--- src/verilog/conv_pkg.sv ---
// Build is fixed at a 16x16 image, 8-bit pixels and a 3x3 kernel; there is no runtime sizing.
package conv_pkg;

    // Image geometry.
    localparam int IMAGE_HEIGHT = 16;
    localparam int IMAGE_WIDTH = 16;
    localparam int ROW_BITS = $clog2(IMAGE_HEIGHT);
    localparam int COL_BITS = $clog2(IMAGE_WIDTH);

    // Pixel and kernel arithmetic.
    localparam int ITEM_BITS = 8;
    localparam int COEF_BITS = 8;
    localparam int KERNEL_SIDE = 3;
    localparam int KERNEL_TAPS = KERNEL_SIDE * KERNEL_SIDE;
    localparam int TAP_BITS = 4;
    localparam int ACC_BITS = 20;
    localparam int COEF_SHIFT = 4;

    typedef logic [ITEM_BITS-1:0] pixel_t;
    typedef logic signed [COEF_BITS-1:0] coef_t;
    typedef logic signed [ACC_BITS-1:0] acc_t;
    typedef logic [ROW_BITS-1:0] row_t;
    typedef logic [COL_BITS-1:0] col_t;
    typedef logic [TAP_BITS-1:0] tap_t;

    // Row-major window, index 0 is the top-left pixel.
    typedef pixel_t [KERNEL_TAPS-1:0] window_t;

    typedef coef_t [KERNEL_TAPS-1:0] coef_bank_t;

    // One input item, tagged with the position of its centre pixel.
    typedef struct packed {
        row_t row;
        col_t column;
        window_t window;
    } window_beat_t;

    // One output item.
    typedef struct packed {
        row_t row;
        col_t column;
        pixel_t data;
    } result_beat_t;

endpackage : conv_pkg

--- src/verilog/conv_multiplier.sv ---
// Holds up to three results (output, kernel register, skid buffer); in_ready is low only when full.
`timescale 1ns/1ps

module conv_multiplier
    import conv_pkg::*;
(
    input  logic         clock_i,
    input  logic         rst_n,
    input  logic         in_valid,
    output logic         in_ready,
    input  window_beat_t in_beat,
    output logic         kernel_enable,
    input  pixel_t       kernel_result,
    output logic         out_valid,
    input  logic         out_ready,
    output result_beat_t out_beat
);

    logic has_new_input;
    logic has_pending_output;
    logic move_skid;
    logic move_kernel;
    logic fill_skid;

    // Kernel register is valid until its value leaves for the output or the skid buffer.
    logic kernel_valid;
    row_t kernel_row;
    col_t kernel_col;
    result_beat_t kernel_beat;

    // Skid buffer, occupied exactly when in_ready is low.
    result_beat_t skid_beat;

    assign has_new_input = in_valid && in_ready;
    assign has_pending_output = out_valid && !out_ready;
    assign kernel_enable = has_new_input;

    // The skid buffer always drains ahead of the kernel register.
    assign move_skid = !has_pending_output && !in_ready;
    assign move_kernel = !has_pending_output && in_ready;
    assign fill_skid = has_new_input && has_pending_output;

    assign kernel_beat = '{row: kernel_row, column: kernel_col, data: kernel_result};

    always_ff @(posedge clock_i) begin
        if (!rst_n) begin
            out_valid <= 1'b0;
            in_ready <= 1'b1;
            kernel_valid <= 1'b0;
        end else begin
            if (move_skid) begin
                out_valid <= 1'b1;
                in_ready <= 1'b1;
            end else if (move_kernel) begin
                out_valid <= kernel_valid;
            end
            // An empty kernel register leaves nothing for the skid buffer to hold.
            if (fill_skid) begin
                in_ready <= !kernel_valid;
            end
            if (has_new_input) begin
                kernel_valid <= 1'b1;
            end else if (move_kernel) begin
                kernel_valid <= 1'b0;
            end
        end
    end

    // Payload registers follow the same moves as the flags above.
    always_ff @(posedge clock_i) begin
        if (move_skid) begin
            out_beat <= skid_beat;
        end else if (move_kernel) begin
            out_beat <= kernel_beat;
        end
        if (fill_skid) begin
            skid_beat <= kernel_beat;
        end
        if (has_new_input) begin
            kernel_row <= in_beat.row;
            kernel_col <= in_beat.column;
        end
    end

    a_out_stable : assert property (
        @(posedge clock_i) disable iff (!rst_n)
        (out_valid && !out_ready) |=> (out_valid && $stable(out_beat))
    ) else $error("output changed during a stall");

    // A free output always drains the skid buffer on the next edge.
    a_ready_recovers : assert property (
        @(posedge clock_i) disable iff (!rst_n)
        (!in_ready && out_ready) |=> in_ready
    ) else $error("in_ready stayed low after an output transfer");

endmodule : conv_multiplier

--- config.mk ---
export PLATFORM = sky130hd
export DESIGN_NAME = conv_multiplier
export DESIGN_NICKNAME = d
export VERILOG_FILES = /design/src/verilog/conv_pkg.sv /design/src/verilog/conv_multiplier.sv
export SDC_FILE = /design/constraint.sdc
export NUM_CORES = 1
export LEC_CHECK = 0
export BUFFER_PORTS_ARGS = -buffer_cell sky130_fd_sc_hd__buf_2
export CAP_MARGIN = 20
export CORE_MARGIN = 1.5
export CORE_UTILIZATION = 43
export DETAILED_ROUTE_END_ITERATION = 8
export HOLD_SLACK_MARGIN = 0.03
export PLACE_DENSITY = 0.83
export SLEW_MARGIN = 5
export SYNTH_ARGS = -nofsm -noshare
export SYNTH_HDL_FRONTEND = slang
export SYNTH_SLANG_ARGS = --single-unit
--- constraint.sdc ---
create_clock -name clock_i -period 3.2 [get_ports clock_i]
set_input_delay 0.16 -clock clock_i [delete_from_list [all_inputs] [get_ports clock_i]]
set_output_delay 0.16 -clock clock_i [all_outputs]
set_load 0.02 [all_outputs]
; After elaboration in Yosys (flattened, before gate mapping)
; Index checks and enable logic that the tools add are counted.
[classes]
muxes = 8
reduce_logical = 12
[op_table]
columns = cell, count
row1 = two-way mux 16 bit, 2
row2 = two-way mux 1 bit, 6
row3 = nonzero test 2 bit, 3
row4 = logical AND 1 bit, 5
row5 = logical NOT 1 bit, 4
[word_totals]
reg_bits = 43
input_bits = 92
output_inout_bits = 19
word_cells = 31

; Depth between registers and ports, before layout
[depth]
ltp_word = 6
ltp_mapped = 4
ltp_nobuf = 4

; Worst setup path before layout
; OpenSTA, ideal clock, no wires.
[synth_timing]
path_type = register to register
from = register in_ready
to = register skid_beat[0] (netlist name) (enable)
setup_ps = 334
arrival_time_ps = 1436
t_required_ps = 2866
slack_ps = 1430
stages_incl_launch_ff = 3
path_buffers = 0
synth_period_minus_slack_ps = 1770
cell_sequence = dfxtp_1 and2_1 and2_2
[synth_via]
elab_chain_cells = 2
[synth_lines]
columns = item, line_no
row1 = "start, declared", conv_multiplier.sv:10  ; output logic in_ready,
row2 = "start signal, assigned", conv_multiplier.sv:59  ; in_ready <= !kernel_valid;
row3 = logical AND 1 bit, conv_multiplier.sv:34  ; assign has_new_input = in_valid && in_ready;
row4 = net kernel_enable, conv_multiplier.sv:12  ; output logic kernel_enable,
row5 = logical AND 1 bit, conv_multiplier.sv:41  ; assign fill_skid = has_new_input && has_pending_output;
row6 = net fill_skid, conv_multiplier.sv:23  ; logic fill_skid;
row7 = "end signal, assigned", conv_multiplier.sv:77  ; skid_beat <= kernel_beat;
row8 = "end, declared", conv_multiplier.sv:32  ; result_beat_t skid_beat;
; The timed path passes the listed nets, and every way through them passes these cells.
; A chain may end at the register's enable or synchronous reset.

; Worst setup path after layout
[layout_timing]
from = register in_ready
to = register skid_beat[13] (netlist name) (enable)
[layout_via]
elab_chain_cells = 2
[layout_lines]
columns = item, line_no
row1 = logical AND 1 bit, conv_multiplier.sv:34
row2 = logical AND 1 bit, conv_multiplier.sv:41
row3 = net fill_skid, conv_multiplier.sv:23
; The timed path passes the listed nets, and every way through them passes these cells.

==> impl_metrics.py <==
metrics = {
    "global_route": {
        "grt_remaining_overflow": 0,
        "grt_pass1_wl_mm": 3.35,
        "antenna_found_initial": 0,
        "grt_max_degree": 19,
        "grtUsageTotal_pct": 11.6,
        "grt_pass1_vias": 704,
    },
    "clock_tree": {
        "postCtsSetupBuffers": 0,
        "cts_buffer_depth": 2,
        "cts_root_buffer": "clkbuf_8",
        "ctsHoldBuffers": 0,
        "clk_latency_ns": 0.28,
        "cts_tree": "yes",
        "clk_pin_slew_worst_paths_ns": 0.07,
        "cts_htree_levels": 2,
        "post_cts_resized": 0,
        "clock_sinks": 43,
        "cts_buffers": 5,
    },
    "worst_setup_path": {
        "reg2reg_slack_ns": 1.42,
        "worstPathArrival_ns": 1.72,
        "worst_r2r_endpoint": "skid_beat[13]$_DFFE_PP_",
        "reg2regPathDepth": 2,
        "end_kind": "register",
        "r2r_start": "in_ready$_SDFFE_PN1P_",
        "critPathRequiredTime_ns": 3.13,
        "startpoint_type": "register",
        "critPathKind": "register to register",
        "path_max_fanout": 16,
    },
    "min_path": {
        "worstHoldEndpoint": "kernel_row[3]$_DFFE_PP_",
        "hold_path_startpoint": "in_beat[79]",
        "hold_class": "input port to register",
        "whs_path_depth": 1,
    },
    "floorplan": {
        "die_x_microns": 63.6,
        "rows": 21,
        "die_h_microns": 63.6,
        "fp.coreArea_sq_um": 3440,
        "die-area_sq_um": 4050,
        "io_pins": 111,
        "floorplan.initialDensity_pct": 45.9,
    },
    "drt": {
        "vias": 757,
        "wl_mm": 2.18,
        "ant_nets": 0,
        "drt-pass1-iter-count": 4,
        "detailedRoute.firstIterationViolations": 17,
        "wl_per_cell_microns": 13.4,
        "vias_per_cell": 4.64,
        "drc_errors": 0,
    },
    "power_and_ir_drop": {
        "power_density_nw_per_um2": 549,
        "p_leak_nw": 0.728,
        "fin_total_pwr_mw": 1.04,
        "ir_drop_uv": 333,
    },
    "yosys": {
        "yosysWarnings": 0,
        "synth_seq_cells": 43,
        "synthesis.nets": 164,
        "yosys.area_share.simple_pct": 3.48,
        "syn_area_sq_um": 1580,
        "synth-xor-area-share_pct": 0,
        "muxShareOfSynthArea_pct": 13.8,
        "synth_top_family_by_area": "multiplexers",
        "synthCells": 72,
        "yosysUniqueCellTypes": 14,
        "synthAdderAreaFrac_pct": 0,
        "synth.avg_cell_area_sq_um": 21.9,
        "synth_seq_area_share_pct": 79.8,
        "synth_compound_area_share_pct": 1.43,
    },
    "placed_design": {
        "gp_congestion": 0.668,
        "numPortBuffers": 38,
        "placed_area_sq_um": 1810,
        "dp.cells": 155,
    },
    "finish": {
        "stdcell_count": 163,
        "fin_area_sq_um": 1890,
        "mostFrequentLayoutCell": "edfxtp_1",
        "final_nets": 208,
        "diodes": 0,
        "area_growth_syn_to_layout_pct": 19.5,
        "final_cell_mix": "edfxtp_1 (40), buf_2 (38), mux2_4 (10)",
        "drive_above_1_share_pct": 53.0,
    },
    "timing": {
        "slew_headroom_pct": 54.8,
        "clock.fmax_ghz": 0.561,
        "fin_crit_ns": 1.78,
        "finalSetupViolations": 0,
        "final_hold_viol_count": 0,
        "hold_ws_ns": 0.0513,
        "worstMarginPinSlew_ns": 0.677,
        "finClkSkew_ns": 0.00925,
        "period_share_pct": 55.7,
        "slew_viol_final": 0,
        "rsz0062_at_grt": "false",
        "setup_tns_ns": 0,
    },
    "outcome": {
        "outcome": "completed",
    },
    "run": {
        "drv_cap": 0,
    },
}
==> worst max-delay path, stage by stage, from the launching register on <==
cell	delay, ns
dfxtp_1	0.46
and2_1	0.47
and2_2	0.51
==> where the power goes <==
group / internal, mW / switching [mW] / total [mW]
clock: 0.155 / 0.158 / 0.313
combinational: 0.0326 / 0.0414 / 0.0740
sequential: 0.641 / 0.00736 / 0.649
==> per-layer routing <==
metal	vias up	wire length, microns	global-route usage, %	part of all wire, %
met5	-	0	0	0
met4	0	34	6.52	1.6
met3	5	128	4.64	5.9
met2	29	1070	17.0	49
met1	362	952	14.6	44
li1	361	-	-	-
==> through the flow <==
step	setup WS, ns	utilization, %
after floorplan	1.43	-
after global placement	1.54	52.5
after detailed placement	1.43	52.5
after CTS	1.42	54.9
after global routing	1.32	54.9
final	1.42	54.9
==> Yosys cell counts <==
library cell | count | area share [%]
dfxtp_1 | 3 | 3.8
and2_2 | 1 | 0.48
nand2_1 | 3 | 0.71
nand3_1 | 1 | 0.32
o21a_1 | 2 | 0.95
buf_12 | 1 | 1.3
a21boi_0 | 1 | 0.48
inv_1 | 1 | 0.24
nor2b_4 | 1 | 0.87
mux2_4 | 10 | 9.5
and2_1 | 1 | 0.40
nor2_4 | 1 | 0.71
mux2_2 | 6 | 4.3
edfxtp_1 | 40 | 76
==> cell type report <==
cell class              instances  area [sq um]
multi-input cells              27           295
well taps                      46          57.6
inverters                       1          3.75
flip-flops and latches         43          1260
fillers                       263          1550
repair buffers                 38           190
clock buffers                   8          80.1
==> state kept, by name, summed over array words and instances (netlist names) <==
register      cells
kernel_row        4
kernel_valid      1
out_beat         16
in_ready          1
kernel_col        4
skid_beat        16
out_valid         1
==> how the worst max path moves through the flow <==
stage / startpoint / to / cells past startpoint
after global placement: in_ready$_SDFFE_PN1P_ / skid_beat[5]$_DFFE_PP_ / 2
final: in_ready$_SDFFE_PN1P_ / skid_beat[13]$_DFFE_PP_ / 2
after detailed placement: in_ready$_SDFFE_PN1P_ / skid_beat[6]$_DFFE_PP_ / 2
after global routing: in_ready$_SDFFE_PN1P_ / skid_beat[13]$_DFFE_PP_ / 2
after floorplan: in_ready$_SDFFE_PN1P_ / skid_beat[0]$_DFFE_PP_ / 2
after CTS: in_ready$_SDFFE_PN1P_ / skid_beat[13]$_DFFE_PP_ / 2
==> kinds of logic (layout without fill, tap and decap cells) <==
| kind of cell | Yosys count | after routing |
|---|---|---|
| AO/OA/AOI/OAI | 3 | 3 |
| buffers and inverters | 2 | 47 |
| flip-flops | 43 | 43 |
| multiplexers | 16 | 16 |
| AND/OR/NAND/NOR | 8 | 8 |
(Power assumes the default switching activity.)
