### src/verilog/conv_pkg.sv
// Build is fixed at a 16x16 image, 8-bit pixels and a 3x3 kernel; there is no runtime sizing.
package conv_pkg;

    // Image geometry.
    localparam int IMAGE_HEIGHT = 16;
    localparam int IMAGE_WIDTH = 16;
    localparam int ROW_BITS = $clog2(IMAGE_HEIGHT);
    localparam int COL_BITS = $clog2(IMAGE_WIDTH);

    // Pixel and kernel arithmetic.
    localparam int ITEM_BITS = 8;
    localparam int COEF_BITS = 8;
    localparam int KERNEL_SIDE = 3;
    localparam int KERNEL_TAPS = KERNEL_SIDE * KERNEL_SIDE;
    localparam int TAP_BITS = 4;
    localparam int ACC_BITS = 20;
    localparam int COEF_SHIFT = 4;

    typedef logic [ITEM_BITS-1:0] pixel_t;
    typedef logic signed [COEF_BITS-1:0] coef_t;
    typedef logic signed [ACC_BITS-1:0] acc_t;
    typedef logic [ROW_BITS-1:0] row_t;
    typedef logic [COL_BITS-1:0] col_t;
    typedef logic [TAP_BITS-1:0] tap_t;

    // Row-major window, index 0 is the top-left pixel.
    typedef pixel_t [KERNEL_TAPS-1:0] window_t;

    typedef coef_t [KERNEL_TAPS-1:0] coef_bank_t;

    // One input item, tagged with the position of its centre pixel.
    typedef struct packed {
        row_t row;
        col_t column;
        window_t window;
    } window_beat_t;

    // One output item.
    typedef struct packed {
        row_t row;
        col_t column;
        pixel_t data;
    } result_beat_t;

endpackage : conv_pkg

### src/verilog/conv_kernel.sv
// Coefficient writes must not coincide with an accepted window; the output is clamped to 0..255.
`timescale 1ns/1ps

module conv_kernel
    import conv_pkg::*;
(
    input  logic    clock_i,
    input  logic    rst_n,
    input  logic    coef_we,
    input  tap_t    coef_tap,
    input  coef_t   coef_data,
    input  logic    enable,
    input  window_t window,
    output pixel_t  result
);

    coef_bank_t coef_bank;
    acc_t sum;
    acc_t shifted;
    pixel_t clamped;

    // Coefficient bank, all zero after reset.
    always_ff @(posedge clock_i) begin
        if (!rst_n) begin
            coef_bank <= '0;
        end else if (coef_we && coef_tap < KERNEL_TAPS) begin
            coef_bank[coef_tap] <= coef_data;
        end
    end

    // Nine signed products, pixels are zero extended first.
    always_comb begin
        sum = '0;
        for (int i = 0; i < KERNEL_TAPS; i++) begin
            sum = sum + acc_t'({1'b0, window[i]}) * acc_t'($signed(coef_bank[i]));
        end
    end

    // Arithmetic shift floors toward minus infinity.
    assign shifted = sum >>> COEF_SHIFT;

    always_comb begin
        if (shifted < 0) begin
            clamped = '0;
        end else if (shifted > acc_t'(2 ** ITEM_BITS - 1)) begin
            clamped = '1;
        end else begin
            clamped = pixel_t'(shifted);
        end
    end

    // Result register, loaded only when a window is accepted.
    always_ff @(posedge clock_i) begin
        if (enable) begin
            result <= clamped;
        end
    end

    // Writes past tap 8 are dropped, which would leave a stale coefficient behind.
    a_coef_tap_range : assert property (
        @(posedge clock_i) disable iff (!rst_n)
        coef_we |-> coef_tap < KERNEL_TAPS
    ) else $error("coefficient write to tap %0d", coef_tap);

    // A write in the same cycle as an accepted window would split the bank across it
    a_coef_write_idle : assert property (
        @(posedge clock_i) disable iff (!rst_n)
        coef_we |-> !enable
    ) else $error("coefficient write while a window is accepted");

endmodule : conv_kernel

### config.mk
export PLATFORM = sky130hd
export DESIGN_NAME = conv_kernel
export DESIGN_NICKNAME = d
export VERILOG_FILES = /design/src/verilog/conv_pkg.sv /design/src/verilog/conv_kernel.sv
export SDC_FILE = /design/constraint.sdc
export NUM_CORES = 2
export LEC_CHECK = 0
export BUFFER_PORTS_ARGS = -buffer_cell sky130_fd_sc_hd__buf_4
export CAP_MARGIN = 40
export CORE_MARGIN = 1
export CORE_UTILIZATION = 61
export DETAILED_ROUTE_END_ITERATION = 6
export PLACE_DENSITY_LB_ADDON = 0.08
export SETUP_SLACK_MARGIN = 0.5
export SYNTH_ARGS = -nofsm -noshare
export SYNTH_HDL_FRONTEND = slang
export SYNTH_SLANG_ARGS = --single-unit
### constraint.sdc
create_clock -name clock_i -period 10 [get_ports clock_i]
set_clock_uncertainty 0.2 [all_clocks]
set_input_delay 1.5 -clock clock_i [delete_from_list [all_inputs] [get_ports clock_i]]
set_output_delay 1.5 -clock clock_i [all_outputs]
set_load 0.05 [all_outputs]
# ---- Yosys cells after proc, flatten, opt, wreduce, memory -nomap -nowiden
# Cells that the tools add are included.
dict set report word_totals {
  regBits 80
  input_bits 88
  output_inout_bits 8
  word_cells 38
}
dict set report op_classes {
  n_addsub 8
  n_mul 9
  order_cmp 5
  n_mux 4
  n_reduce_logical 2
}
# op count
set op_table {}
lappend op_table {{9-bit by 8-bit multiplier with 17-bit output} 9}
lappend op_table {{20-bit by 17-bit adder with 20-bit output} 5}
lappend op_table {{72-bit bitwise mux} 1}
lappend op_table {{8-bit demux with 4-bit select} 1}
lappend op_table {{19-bit by 17-bit adder with 20-bit output} 1}
lappend op_table {{18-bit by 17-bit adder with 19-bit output} 1}
lappend op_table {{17-bit by 17-bit adder with 18-bit output} 1}
lappend op_table {{16-bit by 9-bit greater-than comparator with 1-bit output (second input constant)} 1}
lappend op_table {{16-bit by 1-bit < comparator with 1-bit output (second input constant)} 1}
lappend op_table {{8-bit 2-to-1 mux} 2}
lappend op_table {{4-bit by 5-bit < comparator with 1-bit output (second input constant)} 1}
lappend op_table {{4-bit by 1-bit greater-or-equal comparator with 1-bit output (second input constant)} 1}
lappend op_table {{4-bit < comparator (second input constant)} 1}
lappend op_table {{1-bit logical AND} 2}

# ---- Longest topological paths before layout
dict set report depth {
  word_depth 11
  depth_mapped 29
  mapped_depth_nobuf 28
}

# ---- Worst setup path after synthesis
# OpenSTA, ideal clock, no wires.
dict set report synth_path {
  kind {input port to flip-flop}
  start {input window[69] (netlist bit)}
  end {register result[0], data pin}
  setup_ns 0.279
  arrival_ns 8.637
  t_required_ns 9.521
  path_slack_ns 0.884
  cell_stages 25
  n_path_buf 0
  cell_sequence {and2_1 -> fa_1 -> inv_1 -> fa_1 -> inv_1 -> fa_1 -> fa_1 -> fa_1 -> inv_1 -> fa_1 -> inv_1 -> fa_1 -> fa_1 -> fa_1 -> inv_1 -> fa_1 -> inv_1 -> ha_1 -> a211o_1 -> a211o_1 -> a22oi_2 -> xor2_1 -> nand3_1 -> nor4_4 -> a31oi_1}
}
dict set report synth_via {
  elab_chain_len 4
  word_cells_on_any_way 5
  cone_classes {add/sub (1); mul (1); order compare (2); mux (1)}
}
# item line_no
set synth_rtl {}
lappend synth_rtl {{start, declared} conv_kernel.sv:13} ;# input window_t window,
lappend synth_rtl {{9-bit by 8-bit multiplier with 17-bit output (*)} conv_kernel.sv:35} ;# sum = sum + acc_t'({1'b0, window[i]}) * acc_t'($signed(coef_bank[i]));
lappend synth_rtl {{20-bit by 17-bit adder with 20-bit output (*)} conv_kernel.sv:35}
lappend synth_rtl {{16-bit by 9-bit greater-than comparator with 1-bit output} conv_kernel.sv:45} ;# end else if (shifted > acc_t'(2 ** ITEM_BITS - 1)) begin
lappend synth_rtl {{8-bit 2-to-1 mux} conv_kernel.sv:45}
lappend synth_rtl {{end signal, assigned} conv_kernel.sv:55} ;# result <= clamped;
lappend synth_rtl {{end, declared} conv_kernel.sv:14} ;# output pixel_t result
# Every way passes the cells marked *; elsewhere a longest branch is shown, timed or not.
# A chain may end at the register's enable or synchronous reset.

# ---- Final worst setup path
dict set report layout_path {
  start {input window[60] (netlist bit)}
  end {register result[4], data pin}
}
dict set report layout_via {
  elab_chain_len 5
  word_cells_on_any_way 6
  cone_classes {add/sub (2); mul (1); order compare (2); mux (1)}
}
# item line_no
set layout_rtl {}
lappend layout_rtl {{9-bit by 8-bit multiplier with 17-bit output (*)} conv_kernel.sv:35}
lappend layout_rtl {{20-bit by 17-bit adder with 20-bit output (*) (2 in a row)} conv_kernel.sv:35}
lappend layout_rtl {{16-bit by 9-bit greater-than comparator with 1-bit output} conv_kernel.sv:45}
lappend layout_rtl {{8-bit 2-to-1 mux} conv_kernel.sv:45}
# Marked as above.

==> impl_metrics.ini <==
[cells_and_area]
antenna-diode-count = 0
nNetsFinal = 3589
fill_cells = 3387
flow.area_growth_from_synthesis_pct = 6.75
post_route_cells_drive_above_1_share_pct = 5.44
stdcell_area_sq_mm = 0.0264

[clocking]
tritoncts = yes
numCtsBuffers = 9
cts_htree_levels = 3
insertion_delay_ns = 0.40
cts_max_path_buffers = 2
cts_root_buf = clkbuf_16
hold_buffers = 0
clkSlewWorstSetupHoldPaths_ns = 0.08
cts_sinks = 80

[synth]
post_synth_inst_count = 2560
synth_edf_count = 8
synth_sequential_area_ratio_pct = 6.80
synth_area_per_cell_sq_um = 9.65
synthesis.nets = 3506
post_synthesis_cell_type_with_the_largest_combined_area = fa_1
area_share_of_xor_xnor_cells_in_the_synthesized_design_pct = 0.987
fraction_of_synthesized_area_in_multiplexers_pct = 3.00
asyncSetResetFlopFracSynth_pct = 0
compound_cell_area_share_of_the_yosys_netlist_pct = 1.36
combinational_family_with_the_most_area_after_synthesis = adder cells
synth_simple_gate_area_share_pct = 15.4
ys_ff_latch = 80
synth.lib_cells_used.distinct = 45
yosys.area_share.adder_pct = 60.7
synth_top_cell_area_share_pct = 46.0
ys.flop_type = dfxtp_1
yosys-top-cells-area = fa_1, ha_1, inv_1
synthesis.yosys.warnings = 0
netlist_area_sq_mm = 0.0247

[critical_path]
crit_required_ns = 9.91
element_type_at_the_critical_path_end = register
cell_occurring_most_often_along_the_worst_timing_path = fa_1
cp.buffers_inverters = 6
worst_r2r_path_depth = 25
cp-start-kind = input pin
ws_path_type = input pin to register
critical-path-top-delay-family = adder cells
critical_path_arrival_ns = 9.19
worstPathMaxFanout = 8
critPathSlowestCell = fa_1
slowest_delay_ns = 0.58
reg2reg_slack_ns = 1.29
timing.critical_path.depth = 25

[routing]
vias = 16867
wl_per_cell_um = 21.1
initial_drc_count = 1030
drcViolationCount = 0
detailed_route_wl_um = 66800
detailedRoute.firstPassIterationCount = 5
route.detailed.vias_per_inst = 5.32
route.antenna.remaining_nets = 0

[timing]
whs_ns = 0.429
final.period_utilization_pct = 92.8
max_clock_freq_mhz = 108
layout_min_cycle_time_ns = 9.28
drv_slew = 0
relSlewSlack_pct = 40.1
final_sum_of_negative_setup_slack_ns = 0
setup_viol = 0
timing_hold_violations_final = 0
rsz0062_at_grt = no
worst_pin_slew_ns = 0.894

[power_and_ir_drop]
power.density_mw_per_mm2 = 48.5
report.power.total_mw = 1.28
static_leakage_nw = 14.4
ir_worst_vdd_v = 0.0000819

[global_route]
number_of_global_route_vias_before_repair = 18192
remaining_global_route_overflow = 0
grt_start_max_net_pins = 73
grt.met1_usage_pct = 50.4
grt_pass1_wl_um = 106000
groute.layer.met2.usage_pct = 55.0
grt_busiest_layer = met2
grt_antenna_before_repair = 1
track_usage_pct = 34.8
grtUsageMet3_pct = 4.78

[flow_run]
cap_viol_max_count = 0

[floorplanning]
die-area_sq_mm = 0.0413
placement_rows = 73
core_area_sq_mm = 0.0398
io_pins = 96
die_h_um = 203
floorplan.initialDensity_pct = 62.1
die-width_um = 203

[hold_path]
hold_path_depth = 2
hp-class = register to register

[placed_design]
buffers_added_on_ports = 95
total_half_perimeter_wirelength_after_legalization_and_detailed_placement_um = 57700
finalWeightedCongestion = 0.974
postPlaceCellArea_sq_mm = 0.0260

[outcome]
result_of_the_run = finished clean
[final cells by class]
class | count | area [sq um] | share of cell area (%)
clock buffer | 11 | 253 | 0.958
clock inverter | 5 | 28.8 | 0.109
inverter | 744 | 2790 | 10.6
multi-input combinational | 1705 | 20200 | 76.6
sequential | 80 | 1680 | 6.37
tap | 525 | 657 | 2.49
timing repair buffer | 103 | 773 | 2.93
[cell families after synthesis]
group | after synthesis
AO/OA/AOI/OAI | 50
AND/OR/NAND/NOR | 696
adder cells (fa/ha/maj) | 858
multiplexers | 74
flip-flops | 80
XOR/XNOR | 27
buffers and inverters | 775
[routing by layer]
| metal | wire (um) | vias to the layer above |
|---|---|---|
| met5 | 0 | - |
| li1 | - | 7562 |
| met4 | 1730 | 0 |
| met2 | 31300 | 491 |
| met3 | 4020 | 66 |
| met1 | 29700 | 8748 |
[cell usage in the layout, fill, tap and decap left out, drive strengths merged, types with 6 or more instances in the layout]
master | synthesis | layout
nor2b | 88 | 88
and2 | 335 | 335
inv | 742 | 743
dfxtp | 72 | 72
a31oi | 10 | 10
buf | 1 | 103
nand2 | 179 | 179
o21ai | 9 | 9
clkbuf | 30 | 11
edfxtp | 8 | 8
mux2i | 73 | 73
xor2 | 11 | 11
nor2 | 50 | 50
clkinv | 2 | 6
a21oi | 10 | 10
xnor2 | 16 | 16
ha | 290 | 290
nand2b | 21 | 21
fa | 568 | 568
[Yosys cell counts (3+ instances only)]
cell type,count
inv_1,742
fa_1,568
and2_1,335
ha_1,290
nand2_1,179
nor2b_1,88
mux2i_1,73
dfxtp_1,72
nor2_1,50
clkbuf_1,30
nand2b_1,21
xnor2_1,16
a21oi_1,10
a31oi_1,10
xor2_1,10
edfxtp_1,8
o21ai_0,7
nand3_1,5
a211oi_1,4
nand3b_1,4
a21o_1,3
nand4_1,3
o211ai_1,3
[state kept, by name, summed over array words and instances, names as in the netlist]
register   flops
coef_bank     72
result         8
[final timing paths]
kind / from / endpoint
max: window[60] / result[4]$_SDFFCE_PP0P_
min reg2reg: coef_bank[54]$_SDFFE_PN0P_ / coef_bank[54]$_SDFFE_PN0P_
min: coef_bank[54]$_SDFFE_PN0P_ / coef_bank[54]$_SDFFE_PN0P_
max reg2reg: coef_bank[63]$_SDFFE_PN0P_ / result[4]$_SDFFCE_PP0P_
[per-stage QoR]
step | cells | utilization, % | setup WS [ns]
after global placement | 3152 | 65.3 | 0.245
after detailed placement | 3153 | 65.3 | 0.179
after CTS | 3169 | 66.0 | 0.587
after global routing | 3173 | 66.3 | 0.506
final | 3173 | 66.3 | 0.722
after floorplan | 2560 | - | 0.884
[power breakdown]
group | switching, mW | internal [mW] | leakage (nW) | total (mW)
logic | 0.355 | 0.224 | 13.6 | 0.579
registers | 0.0117 | 0.343 | 0.655 | 0.354
clock network | 0.167 | 0.181 | 0.145 | 0.348
[worst register-to-register path, delay by kind of cell, from the launching register on]
kind	cells	cell delay, ns
fa+ha+maj	11	5.39
compound gates	4	0.97
buf+inv	6	0.75
simple gates	3	0.58
flops	1	0.34
xor+xnor	1	0.17
[timing repair]
action	4_1_cts	5_1_grt
resized for setup	0	19
setup buffers	0	4
setup endpoints to repair	0	8
Note: power is estimated with default switching activity, not from simulation.
